### src/source/io_bus_pkg.sv
/* APB bus widths and types for the IO platform,
   plus the CLINT counter width and the byte strobe merge */

package io_bus_pkg;

    //////////////////////////////////////////////////
    // Bus widths
    //////////////////////////////////////////////////

    localparam int apb_addr_w = 32;
    localparam int apb_data_w = 32;

    // mtime and mtimecmp span two data words
    localparam int mtime_w = 2 * apb_data_w;

    //////////////////////////////////////////////////
    // Bus types
    //////////////////////////////////////////////////

    typedef logic [apb_addr_w-1:0] apb_addr_t;
    typedef logic [apb_data_w-1:0] apb_data_t;
    typedef logic [apb_data_w/8-1:0] apb_strb_t;

    // Index 0 is the low word, index 1 the high word
    typedef logic [mtime_w/apb_data_w-1:0][apb_data_w-1:0] mtime_t;

    // Replace only the bytes whose strobe is set
    function automatic apb_data_t strb_merge(
        input apb_data_t cur,
        input apb_data_t wdata,
        input apb_strb_t strb
    );
        apb_data_t res;
        res = cur;
        for (int i = 0; i < apb_data_w / 8; i++) begin
            if (strb[i]) begin
                res[8*i +: 8] = wdata[8*i +: 8];
            end
        end
        return res;
    endfunction

endpackage

### src/source/io_map_pkg.sv
/* IO address map: the slave windows and the register offsets
   inside each window */

package io_map_pkg;

    //////////////////////////////////////////////////
    // Slave windows
    //////////////////////////////////////////////////

    // GPIO, two registers
    localparam io_bus_pkg::apb_addr_t gpio_base = 0;
    localparam io_bus_pkg::apb_addr_t gpio_size = 8;

    // Offsets 8 to 23 are an unmapped hole and answer with an error

    // CLINT, five registers
    localparam io_bus_pkg::apb_addr_t clint_base = 24;
    localparam io_bus_pkg::apb_addr_t clint_size = 20;

    //////////////////////////////////////////////////
    // GPIO register offsets
    //////////////////////////////////////////////////

    localparam io_bus_pkg::apb_addr_t gpio_out_off = 0;
    // Read only
    localparam io_bus_pkg::apb_addr_t gpio_in_off = 4;

    //////////////////////////////////////////////////
    // CLINT register offsets
    //////////////////////////////////////////////////

    localparam io_bus_pkg::apb_addr_t msip_off = 0;
    localparam io_bus_pkg::apb_addr_t mtime_lo_off = 4;
    localparam io_bus_pkg::apb_addr_t mtime_hi_off = 8;
    localparam io_bus_pkg::apb_addr_t mtimecmp_lo_off = 12;
    localparam io_bus_pkg::apb_addr_t mtimecmp_hi_off = 16;

endpackage

### src/source/apb_io_decoder.sv
`timescale 1ns/1ps

/* APB decoder: routes the bus to the GPIO or CLINT window, muxes
   the read data back and raises an error on unmapped addresses */

module apb_io_decoder (
    // Requester side
    input  io_bus_pkg::apb_addr_t paddr,
    input  logic                  psel,
    input  logic                  penable,
    output io_bus_pkg::apb_data_t prdata,
    output logic                  pready,
    output logic                  pslverr,
    // Slave side
    output logic                  gpio_sel,
    output logic                  clint_sel,
    output io_bus_pkg::apb_addr_t local_addr,
    input  io_bus_pkg::apb_data_t gpio_rdata,
    input  logic                  gpio_err,
    input  io_bus_pkg::apb_data_t clint_rdata,
    input  logic                  clint_err
);

    io_bus_pkg::apb_addr_t gpio_off;
    io_bus_pkg::apb_addr_t clint_off;
    logic                  gpio_hit;
    logic                  clint_hit;
    logic                  miss;
    logic                  slave_err;

    //////////////////////////////////////////////////
    // Window match
    //////////////////////////////////////////////////

    // Offset wraps below the base, so one unsigned compare covers both bounds
    assign gpio_off  = paddr - io_map_pkg::gpio_base;
    assign clint_off = paddr - io_map_pkg::clint_base;

    assign gpio_hit  = gpio_off < io_map_pkg::gpio_size;
    assign clint_hit = clint_off < io_map_pkg::clint_size;
    assign miss      = !gpio_hit && !clint_hit;

    assign gpio_sel  = psel & gpio_hit;
    assign clint_sel = psel & clint_hit;

    // Offset inside the selected window
    always_comb begin
        if (gpio_hit) begin
            local_addr = gpio_off;
        end else if (clint_hit) begin
            local_addr = clint_off;
        end else begin
            local_addr = '0;
        end
    end

    //////////////////////////////////////////////////
    // Response
    //////////////////////////////////////////////////

    // No wait states
    assign pready = psel & penable;

    // Unmapped reads return zero
    always_comb begin
        if (gpio_sel) begin
            prdata = gpio_rdata;
        end else if (clint_sel) begin
            prdata = clint_rdata;
        end else begin
            prdata = '0;
        end
    end

    // Slaves flag bad offsets or refused writes
    assign slave_err = (gpio_hit & gpio_err) | (clint_hit & clint_err);
    assign pslverr   = pready & (miss | slave_err);

endmodule

### src/source/clint_timer.sv
`timescale 1ns/1ps

/* CLINT slave: rtc-driven 64-bit mtime, mtimecmp and msip,
   with the software and timer interrupt lines */

module clint_timer (
    input  logic                  aclk,
    input  logic                  rst_n,
    input  logic                  rtc,
    input  logic                  sel,
    input  logic                  penable,
    input  logic                  pwrite,
    input  io_bus_pkg::apb_addr_t local_addr,
    input  io_bus_pkg::apb_data_t pwdata,
    input  io_bus_pkg::apb_strb_t pstrb,
    output io_bus_pkg::apb_data_t rdata,
    output logic                  err,
    output logic                  sw_irq,
    output logic                  timer_irq
);

    logic               rtc_meta;
    logic               rtc_sync;
    logic               rtc_last;
    logic               rtc_rise;
    logic               wr_en;
    logic               known_off;
    logic               msip;
    io_bus_pkg::mtime_t mtime;
    io_bus_pkg::mtime_t mtimecmp;

    //////////////////////////////////////////////////
    // rtc synchronizer and edge detect
    //////////////////////////////////////////////////

    always_ff @(posedge aclk or negedge rst_n) begin
        if (!rst_n) begin
            rtc_meta <= 1'b0;
            rtc_sync <= 1'b0;
            rtc_last <= 1'b0;
        end else begin
            rtc_meta <= rtc;
            rtc_sync <= rtc_meta;
            rtc_last <= rtc_sync;
        end
    end

    // One tick per rtc rise, counted on the third aclk edge
    assign rtc_rise = rtc_sync & ~rtc_last;

    //////////////////////////////////////////////////
    // Registers
    //////////////////////////////////////////////////

    assign wr_en = sel & penable & pwrite;

    // A bus write wins over the rtc tick
    always_ff @(posedge aclk or negedge rst_n) begin
        if (!rst_n) begin
            mtime <= '0;
        end else if (wr_en && local_addr == io_map_pkg::mtime_lo_off) begin
            mtime[0] <= io_bus_pkg::strb_merge(mtime[0], pwdata, pstrb);
        end else if (wr_en && local_addr == io_map_pkg::mtime_hi_off) begin
            mtime[1] <= io_bus_pkg::strb_merge(mtime[1], pwdata, pstrb);
        end else if (rtc_rise) begin
            mtime <= mtime + 1'b1;
        end
    end

    // Starts at all ones so no timer interrupt fires out of reset
    always_ff @(posedge aclk or negedge rst_n) begin
        if (!rst_n) begin
            mtimecmp <= '1;
        end else if (wr_en && local_addr == io_map_pkg::mtimecmp_lo_off) begin
            mtimecmp[0] <= io_bus_pkg::strb_merge(mtimecmp[0], pwdata, pstrb);
        end else if (wr_en && local_addr == io_map_pkg::mtimecmp_hi_off) begin
            mtimecmp[1] <= io_bus_pkg::strb_merge(mtimecmp[1], pwdata, pstrb);
        end
    end

    // msip holds bit 0 only
    always_ff @(posedge aclk or negedge rst_n) begin
        if (!rst_n) begin
            msip <= 1'b0;
        end else if (wr_en && local_addr == io_map_pkg::msip_off && pstrb[0]) begin
            msip <= pwdata[0];
        end
    end

    //////////////////////////////////////////////////
    // Interrupts
    //////////////////////////////////////////////////

    assign sw_irq = msip;

    // Unsigned 64-bit compare, one cycle late
    always_ff @(posedge aclk or negedge rst_n) begin
        if (!rst_n) begin
            timer_irq <= 1'b0;
        end else begin
            timer_irq <= mtime >= mtimecmp;
        end
    end

    //////////////////////////////////////////////////
    // Readback
    //////////////////////////////////////////////////

    always_comb begin
        rdata     = '0;
        known_off = 1'b1;
        case (local_addr)
            io_map_pkg::msip_off:        rdata = io_bus_pkg::apb_data_t'(msip);
            io_map_pkg::mtime_lo_off:    rdata = mtime[0];
            io_map_pkg::mtime_hi_off:    rdata = mtime[1];
            io_map_pkg::mtimecmp_lo_off: rdata = mtimecmp[0];
            io_map_pkg::mtimecmp_hi_off: rdata = mtimecmp[1];
            default:                     known_off = 1'b0;
        endcase
    end

    // All registers are writable, so only a bad offset is refused
    assign err = sel & ~known_off;

endmodule

### src/source/gpio_regs.sv
`timescale 1ns/1ps

/* GPIO slave: strobed output register and double-flopped input sampling */

module gpio_regs #(
    parameter int GPIO_W = 32
) (
    input  logic                  aclk,
    input  logic                  rst_n,
    input  logic                  sel,
    input  logic                  penable,
    input  logic                  pwrite,
    input  io_bus_pkg::apb_addr_t local_addr,
    input  io_bus_pkg::apb_data_t pwdata,
    input  io_bus_pkg::apb_strb_t pstrb,
    output io_bus_pkg::apb_data_t rdata,
    output logic                  err,
    input  logic [GPIO_W-1:0]     gpio_in,
    output logic [GPIO_W-1:0]     gpio_out
);

    logic [GPIO_W-1:0]     in_meta;
    logic [GPIO_W-1:0]     in_sync;
    io_bus_pkg::apb_data_t out_word;
    io_bus_pkg::apb_data_t out_next;
    logic                  is_out;
    logic                  is_in;
    logic                  out_wr;

    assign is_out = local_addr == io_map_pkg::gpio_out_off;
    assign is_in  = local_addr == io_map_pkg::gpio_in_off;

    //////////////////////////////////////////////////
    // Output register
    //////////////////////////////////////////////////

    assign out_word = io_bus_pkg::apb_data_t'(gpio_out);
    assign out_next = io_bus_pkg::strb_merge(out_word, pwdata, pstrb);
    assign out_wr   = sel & penable & pwrite & is_out;

    // Bits above GPIO_W are dropped
    always_ff @(posedge aclk or negedge rst_n) begin
        if (!rst_n) begin
            gpio_out <= '0;
        end else if (out_wr) begin
            gpio_out <= out_next[GPIO_W-1:0];
        end
    end

    //////////////////////////////////////////////////
    // Input synchronizer
    //////////////////////////////////////////////////

    always_ff @(posedge aclk or negedge rst_n) begin
        if (!rst_n) begin
            in_meta <= '0;
            in_sync <= '0;
        end else begin
            in_meta <= gpio_in;
            in_sync <= in_meta;
        end
    end

    // Readback, zero-extended
    always_comb begin
        if (is_out) begin
            rdata = out_word;
        end else if (is_in) begin
            rdata = io_bus_pkg::apb_data_t'(in_sync);
        end else begin
            rdata = '0;
        end
    end

    // Unknown offset, or a write to the input register
    assign err = sel & (!(is_out || is_in) || (pwrite && is_in));

endmodule

### src/source/io_platform.sv
`timescale 1ns/1ps

/* IO platform top: APB decoder in front of the GPIO and CLINT slaves */

module io_platform #(
    // Number of GPIO pins, 1 to 32
    parameter int GPIO_W = 32
) (
    // Clock and reset
    input  logic                  aclk,
    input  logic                  rst_n,
    // Real-time reference
    input  logic                  rtc,
    // APB completer
    input  io_bus_pkg::apb_addr_t paddr,
    input  logic                  psel,
    input  logic                  penable,
    input  logic                  pwrite,
    input  io_bus_pkg::apb_data_t pwdata,
    input  io_bus_pkg::apb_strb_t pstrb,
    output io_bus_pkg::apb_data_t prdata,
    output logic                  pready,
    output logic                  pslverr,
    // Pins and interrupts
    input  logic [GPIO_W-1:0]     gpio_in,
    output logic [GPIO_W-1:0]     gpio_out,
    output logic                  sw_irq,
    output logic                  timer_irq
);

    logic                  gpio_sel;
    logic                  clint_sel;
    io_bus_pkg::apb_addr_t local_addr;
    io_bus_pkg::apb_data_t gpio_rdata;
    logic                  gpio_err;
    io_bus_pkg::apb_data_t clint_rdata;
    logic                  clint_err;

    //////////////////////////////////////////////////
    // Address decode
    //////////////////////////////////////////////////

    apb_io_decoder u_decoder (
        .paddr       (paddr),
        .psel        (psel),
        .penable     (penable),
        .prdata      (prdata),
        .pready      (pready),
        .pslverr     (pslverr),
        .gpio_sel    (gpio_sel),
        .clint_sel   (clint_sel),
        .local_addr  (local_addr),
        .gpio_rdata  (gpio_rdata),
        .gpio_err    (gpio_err),
        .clint_rdata (clint_rdata),
        .clint_err   (clint_err)
    );

    //////////////////////////////////////////////////
    // Slaves
    //////////////////////////////////////////////////

    gpio_regs #(
        .GPIO_W (GPIO_W)
    ) u_gpio (
        .aclk       (aclk),
        .rst_n      (rst_n),
        .sel        (gpio_sel),
        .penable    (penable),
        .pwrite     (pwrite),
        .local_addr (local_addr),
        .pwdata     (pwdata),
        .pstrb      (pstrb),
        .rdata      (gpio_rdata),
        .err        (gpio_err),
        .gpio_in    (gpio_in),
        .gpio_out   (gpio_out)
    );

    clint_timer u_clint (
        .aclk       (aclk),
        .rst_n      (rst_n),
        .rtc        (rtc),
        .sel        (clint_sel),
        .penable    (penable),
        .pwrite     (pwrite),
        .local_addr (local_addr),
        .pwdata     (pwdata),
        .pstrb      (pstrb),
        .rdata      (clint_rdata),
        .err        (clint_err),
        .sw_irq     (sw_irq),
        .timer_irq  (timer_irq)
    );

endmodule
### config.mk
export PLATFORM = sky130hd
export DESIGN_NAME = io_platform
export DESIGN_NICKNAME = d
export VERILOG_FILES = /design/src/source/io_bus_pkg.sv /design/src/source/io_map_pkg.sv /design/src/source/apb_io_decoder.sv /design/src/source/clint_timer.sv /design/src/source/gpio_regs.sv /design/src/source/io_platform.sv
export SDC_FILE = /design/constraint.sdc
export NUM_CORES = 1
export LEC_CHECK = 0
export ABC_CLOCK_PERIOD_IN_PS = 5900
export BUFFER_PORTS_ARGS = -buffer_cell sky130_fd_sc_hd__buf_2
export CORE_MARGIN = 1.5
export CORE_UTILIZATION = 40
export DETAILED_ROUTE_END_ITERATION = 16
export GPL_TIMING_DRIVEN = 1
export PLACE_DENSITY = 0.7
export SLEW_MARGIN = 30
export SYNTH_ARGS = -nofsm -noshare
export SYNTH_HDL_FRONTEND = slang
export SYNTH_SLANG_ARGS = --single-unit
### constraint.sdc
create_clock -name aclk -period 5.9 [get_ports aclk]
set_clock_uncertainty 0.2 [all_clocks]
set_input_delay 1.18 -clock aclk [delete_from_list [all_inputs] [get_ports aclk]]
set_output_delay 1.18 -clock aclk [all_outputs]
set_load 0.05 [all_outputs]
==> run metrics, run 1 <==
ranking of synthesized cells by area=dfrtp_1 (31%), dfstp_2 (13%), ha_1 (6.1%); Max Slew Vio Count=0; Max Fanout on Critical Path=6; fin nets=1748; Setup crit end=prdata[17]; area of the die=0.0347 mm^2; TritonCTS clock tree=built; Reg2Reg Depth=10; Yosys warnings=0; Setup CP Type=primary input to output pin; pin count of the biggest net entering global routing=117; Layout area overhead=24.2%; post-synth top area share=0.307; setup TNS=0 ns; clk slew on worst S/H paths=0.06 ns; Int Power=2.80 mW; Critical Path RT=about 4.5 ns; Sw Pwr=0.904 mW; Iteration-0 DRC Markers=~1200; utilization after layout=0.509; Synth cell types=82; ys async rst share=1.00; Post-Syn Area=0.0134 mm^2; routability-driven placement congestion ratio=0.963; final WL=46200 um; grt total ovfl=0; latest clock arrival within the worst-skew pair=0.54 ns; Vias/cell=6.03; GRT Total Usage=0.265; CTS H-Tree Depth=1; leakage=~7.4 nW; Critical Path Start Type=primary input; Mapped Nets=~1500; Comb pwr share=0.081; Final setup viols=0; Final Hold Viols=0; die span in y=186 um; CTS sink cnt=229; Max-Slew Margin vs Limit=0.468; IO Pins=between 150 and 200; number of synthesized register bits=between 200 and 250; # rows=between 60 and 70; Worst Path Arrival=4.47 ns; Largest stage delay, worst path=0.54 ns; max cap viols=0; Post-synth top flop=dfrtp_1; average wire per standard cell=22.7 um; fin crit share=0.991; worst-path cell chain=buf_2, or4_4, or2_4, or4_4, o32ai_4, o2bb2ai_2, or4_4, nor3b_4, buf_6, buf_12, buf_4, a221o_2, buf_12; slew of the pin with the lowest slew margin=0.798 ns; # DRC=0; Post-synth EDFFs=0; maximum root-to-sink buffer count=3; CTS Root Cell=clkbuf_16; antenna viol nets, final=0; Area after DPL=0.0155 mm^2; FF-to-FF setup slack=2.14 ns; Final Total Pwr=3.70 mW; mean post-synth cell area=9.90 um^2; cts bufs inserted=27; RR Endpoint=u_clint.mtime[48]; vias in the first global route=12137; first-pass GRT wire length=around 71000 um; Buffers on Ports=173; Yosys top cell by area=dfrtp_1; Net Sw Frac=0.244; sequential share of the synthesized area=0.433; Via Count=12292; FF-to-FF Start=u_clint.mtime[1]; maximum vdd drop=around 190 uV; Syn Inst Count=1357; Initial Util=0.410; design area=0.0167 mm^2; Clk pwr share=0.473; CP Launch Point=paddr[9]; crit-path most repeated cell=or4_4; area of the core=0.0328 mm^2; Initial DRT Pass Iterations=5; share of cells above drive strength 1=0.324; class of the worst hold path=flop to flop; Die Span X=between 150 and 200 um; Achievable Freq=171 MHz; run status=complete, no violations; total power density per cell area=222 mW/mm^2; post-DP HPWL=32900 um; Crit-path slowest cell=or4_4; initial antenna violation count=3; Setup crit end kind=output pin; Flop pwr share=0.446; filler cell count=a little over 3000; Final Critical Period=roughly 5.8 ns
-- critical path, delay by kind of cell --
kind | cells | cell delay (ns)
buf+inv | 5 | 0.67
compound gates | 3 | 0.54
simple gates | 5 | 2.06
-- repair_timing --
action	in CTS	in global routing
pin swaps	1	7
buffers inserted	0	3
endpoints found under the setup margin	32	32
cloned	0	2
hold buffers	0	0
hold endpoints to repair	0	0
gates resized for setup	14	16
-- metal layers --
metal,part of all wire,track usage,vias to the layer above,routed length [um]
met2,0.44,0.415,593,20400
li1,-,-,5562,-
met5,0.00050,0,-,23
met1,0.44,0.365,6036,20300
met4,0.032,0.0916,4,1470
met3,0.088,0.0530,97,4070
-- placed cells by master, fill, tap and decap left out, drive strengths merged, types with 8 or more instances in the layout --
master   instances
a211oi          32
a21o            18
a21oi           35
a221o           62
a2bb2oi          9
and2            11
and3            21
and4             8
buf            248
clkbuf          41
clkinv           8
dfrtp          165
dfstp           64
ha              66
inv             93
mux2            84
mux2i           26
nand2          125
nand3           46
nand4           31
nor2            76
nor2b            8
nor3            77
nor4            22
o211ai          13
o21ai           64
o22ai           13
o41ai           10
-- cells in the mapped netlist, types with 11 or more instances --
| master | count |
|---|---|
| dfstp_2 | 64 |
| inv_1 | 92 |
| o22ai_1 | 13 |
| buf_2 | 12 |
| nand3_1 | 46 |
| a21o_1 | 18 |
| and2_1 | 11 |
| nor2_1 | 75 |
| nand2_1 | 122 |
| a221o_1 | 62 |
| mux2i_1 | 26 |
| mux2_4 | 19 |
| a21oi_1 | 35 |
| nor3_1 | 75 |
| o211ai_1 | 13 |
| mux2_2 | 64 |
| nand4_1 | 31 |
| ha_1 | 66 |
| dfrtp_1 | 165 |
| o21ai_0 | 64 |
| clkbuf_1 | 40 |
| a211oi_1 | 32 |
| and3_1 | 21 |
| nor4_1 | 20 |
-- how the worst min path moves through the flow --
stage	from	endpoint	slack, ns	depth (start not counted)
2_1_floorplan	u_clint.rtc_meta	u_clint.rtc_sync	0.13	0
3_3_place_gp	u_gpio.in_meta[12]	u_gpio.in_sync[12]	0.13	0
3_5_place_dp	u_gpio.in_meta[14]	u_gpio.in_sync[14]	0.13	0
4_1_cts	u_gpio.in_meta[27]	u_gpio.in_sync[27]	0.15	0
5_1_grt	u_gpio.in_meta[26]	u_gpio.in_sync[26]	0.15	0
6_report	u_gpio.in_meta[27]	u_gpio.in_sync[27]	0.14	0
-- logic make-up after synthesis --
logic type,count (synthesis),synth area share
buffers and inverters,155,0.0459
muxes,110,0.0951
DFF,229,0.433
and+or+nand+nor,465,0.178
AOI/OAI and AO/OA,329,0.184
xor gates and xnor gates,3,0.00196
adders and majority gates,66,0.0615
-- state kept, by name, summed over array words and instances, names as in the netlist --
register	flops
u_clint.mtime	64
u_clint.mtimecmp	64
u_clint.rtc_last	1
u_clint.rtc_meta	1
u_clint.rtc_sync	1
u_clint.sw_irq	1
u_clint.timer_irq	1
u_gpio.gpio_out	32
u_gpio.in_meta	32
u_gpio.in_sync	32
-- per-stage QoR --
step	setup slack [ns]	hold WS (ns)	cells
after floorplan	-0.0860	0.131	1357
after global placement	-0.258	0.132	1983
after detailed placement	-0.253	0.135	1983
after CTS	0.0267	0.147	2033
after global routing	-0.0195	0.151	2039
final	0.0520	0.144	2040
-- power groups by stage --
stage / combinational (mW) / clock, mW / sequential [mW]
floorplan: 0.123 / 0 / 1.66
global placement: 0.286 / 0 / 1.68
detailed placement: 0.289 / 0 / 1.68
CTS: 0.293 / 1.78 / 1.65
global route: 0.329 / 1.86 / 1.66
finish: 0.300 / 1.75 / 1.65
-- final cells by class --
cell class	instances	area (um^2)	area share
diodes	1	2.50	0.000150
multi-input cells	973	7140	0.428
inverters	92	345	0.0207
clock buffers	36	759	0.0455
flip-flops and latches	229	5810	0.348
clock inverters	14	176	0.0106
repair buffers	253	1890	0.113
well taps	442	553	0.0332
(Power assumes the default switching activity.)
==> run 2, diff against run 1 <==
Settings changed: ABC_CLOCK_PERIOD_IN_PS 5900 to default, BUFFER_PORTS_ARGS -buffer_cell sky130_fd_sc_hd__buf_2 to default, DONT_BUFFER_PORTS from default to 1, PLACE_DENSITY 0.7 to 0.63.
Clock period 5.9 ns to 5.81 ns, I/O delays scaled along.
==> run 2 against run 1 <==
Net effect:
- wire length shrank 0.49%
- sequential share of layout area is 1.9 points higher
- setup slack better by 0.014 ns
- non-clock buffer count decreased by 167
- die area did not move
- sequential cell count stayed put
- sequential power barely moved
- via count is 5.5% lower
- final cell count down 8.2%
- combinational power shrank 41%
- clock-buffer cell count rose by 3
- first-iteration DRC count fell by 19%
- critical path type unchanged
- critical endpoint is now prdata[31]
==> run metrics, run 2 (synthesized netlist as in run 1, its figures left out) <==
run status=complete, no violations; grt total ovfl=0 (unchanged); Max Slew Vio Count=0 (unchanged); max cap viols=0 (unchanged); Iteration-0 DRC Markers=975 (-19%); share of cells above drive strength 1=0.243 (-0.0804); setup TNS=0 ns (unchanged); first-pass GRT wire length=69700 um (-1.4%); FF-to-FF setup slack=1.99 ns (-0.15 ns); die span in y=186 um (unchanged); Max Fanout on Critical Path=6 (unchanged); Area after DPL=0.0149 mm^2 (-4.2%); final WL=46000 um (-0.49%); GRT Total Usage=0.263 (-0.00175); Buffers on Ports=0 (-100%); # hold bufs at CTS=0 (unchanged); TritonCTS clock tree=built; Vias/cell=6.20 (+2.9%); utilization after layout=0.483 (-0.0258); Comb pwr share=0.051 (-0.030); cts bufs inserted=27 (unchanged); clk slew on worst S/H paths=0.06 ns (about the same); Setup CP Type=primary input to output pin; IO Pins=174 (unchanged); Achievable Freq=174 MHz; fin nets=1581 (-9.6%); most frequent cells in the layout=dfrtp_1 (165), nand2_1 (122), inv_1 (92), nor2_1 (73), nor3_1 (71); CTS sink cnt=229 (unchanged); maximum vdd drop=218 uV (+15%); Final Hold Viols=0 (unchanged); total power density per cell area=219 mW/mm^2 (-1.2%); Flop pwr share=0.484 (+0.038); routability-driven placement congestion ratio=0.913 (-5.2%); CTS Root Cell=clkbuf_16; area of the core=0.0328 mm^2 (unchanged); Inst Count DP=1818 (-8.3%); # rows=66 (unchanged); CTS H-Tree Depth=1 (unchanged); filler cell count=3032 (-0.16%); leakage=6.66 nW (-11%); Worst Path Arrival=4.38 ns (-0.09 ns); Setup crit end kind=output pin; Final Non-Filler Cells=1872 (-8.2%); Sequential Area=0.00581 mm^2 (unchanged); class of the worst hold path=primary input to async pin; Initial DRT Pass Iterations=5 (unchanged); Critical Path Start Type=primary input; Initial Util=0.410 (unchanged); antenna cells=0 (-1); multi-input combinational cell area=0.00714 mm^2 (about the same); Net Sw Frac=0.245 (+0.00114); design area=0.0158 mm^2 (-5.1%); Max-Slew Margin vs Limit=0.376 (-0.0913); pin count of the biggest net entering global routing=230 (+97%); antenna viol nets, final=0 (unchanged); Hold WS=0.110 ns (-0.0341 ns); commonest non-fill, non-tap cell in the layout=dfrtp_1; latest clock arrival within the worst-skew pair=0.55 ns (about the same); slew of the pin with the lowest slew margin=0.935 ns (+0.137 ns); Layout area overhead=17.9%; biggest regs=u_clint.mtime x64, u_clint.mtimecmp x64; Die Span X=186 um (unchanged); fin crit share=0.989; area of the die=0.0347 mm^2 (unchanged); # DRC=0 (unchanged); Clk pwr share=0.465 (-0.008); Critical Path RT=4.45 ns (-0.07 ns); average wire per standard cell=24.6 um (+8.4%); initial antenna violation count=0 (-3); vias in the first global route=11609 (-4.4%); Sw Pwr=0.851 mW (-5.8%); RSZ-0062 raised after global routing=true; Final setup viols=0 (unchanged); CP Launch Point=paddr[9]; FF-to-FF Start=u_clint.mtime[1]; Final Critical Period=between 5 and 6 ns; post-DP HPWL=32700 um (-0.43%); Via Count=11612 (-5.5%); maximum root-to-sink buffer count=3 (unchanged); Int Power=2.62 mW (-6.4%)
==> run 2: cell count changes in the layout (fill, tap and decap cells not counted), moves of 3 or more <==
cell,delta
bufinv_16,-4
clkbuf_1,+4
buf_4,-33
buf_2,-142
buf_12,+16
clkbuf_4,-3
==> run 2: through the flow <==
| step | total power [mW] | setup slack [ns] |
|---|---|---|
| finish | 3.47 | 0.0655 |
| global route | 3.56 | -0.0418 |
| CTS | 3.49 | 0.00615 |
| detailed placement | 1.88 | -0.107 |
| global placement | 1.87 | -0.0702 |
| floorplan | 1.81 | -0.00965 |
==> run 2: path summary, 6_finish.rpt <==
check	endpoint	depth (start not counted)
hold reg to reg	u_gpio.in_sync[12]	0
setup reg to reg	u_clint.mtime[48]	10
min in group aclk	u_gpio.in_sync[12]	0
hold / removal	u_gpio.in_meta[9]	0
max in group asynchronous	u_clint.mtimecmp[31]	0
setup / recovery	prdata[31]	11
==> run 2: power by group through the flow <==
stage                     Sequential [mW]  Clock [mW]  Combinational, mW
final                                1.68        1.61              0.178
after global routing                 1.68        1.69              0.193
after CTS                            1.68        1.64              0.175
after detailed placement             1.70           0              0.172
after global placement               1.70           0              0.168
after floorplan                      1.69           0              0.124
==> run 2: layer usage <==
| metal | GRT usage | vias up | wire length [um] |
|---|---|---|---|
| met5 | 0 | - | 0 |
| met2 | 0.413 | 511 | 20600 |
| met1 | 0.365 | 5808 | 20000 |
| met3 | 0.0518 | 73 | 4060 |
| li1 | - | 5220 | - |
| met4 | 0.0839 | 0 | 1330 |
==> run 2: final cells by class <==
type / instances / area share
sequential: 229 / 0.367
multi-input combinational: 973 / 0.451
inverter: 92 / 0.0218
tap: 442 / 0.0349
clock buffer: 39 / 0.0481
timing repair buffer: 86 / 0.0732
clock inverter: 11 / 0.00403
==> run 2: timing repair <==
action	4_1_cts	5_1_grt
setup buffers	1	2
pin swaps	4	5
gates resized for setup	10	5
cloned	1	1
setup endpoints to repair	32	31
==> run 2: critical path, stage by stage <==
cell	delay [ns]
or4_4	0.53
or2_4	0.26
or4_4	0.52
o32ai_4	0.25
o2bb2ai_2	0.11
or4_4	0.58
nor3b_4	0.26
buf_6	0.18
buf_12	0.15
a221o_1	0.22
buf_12	0.15
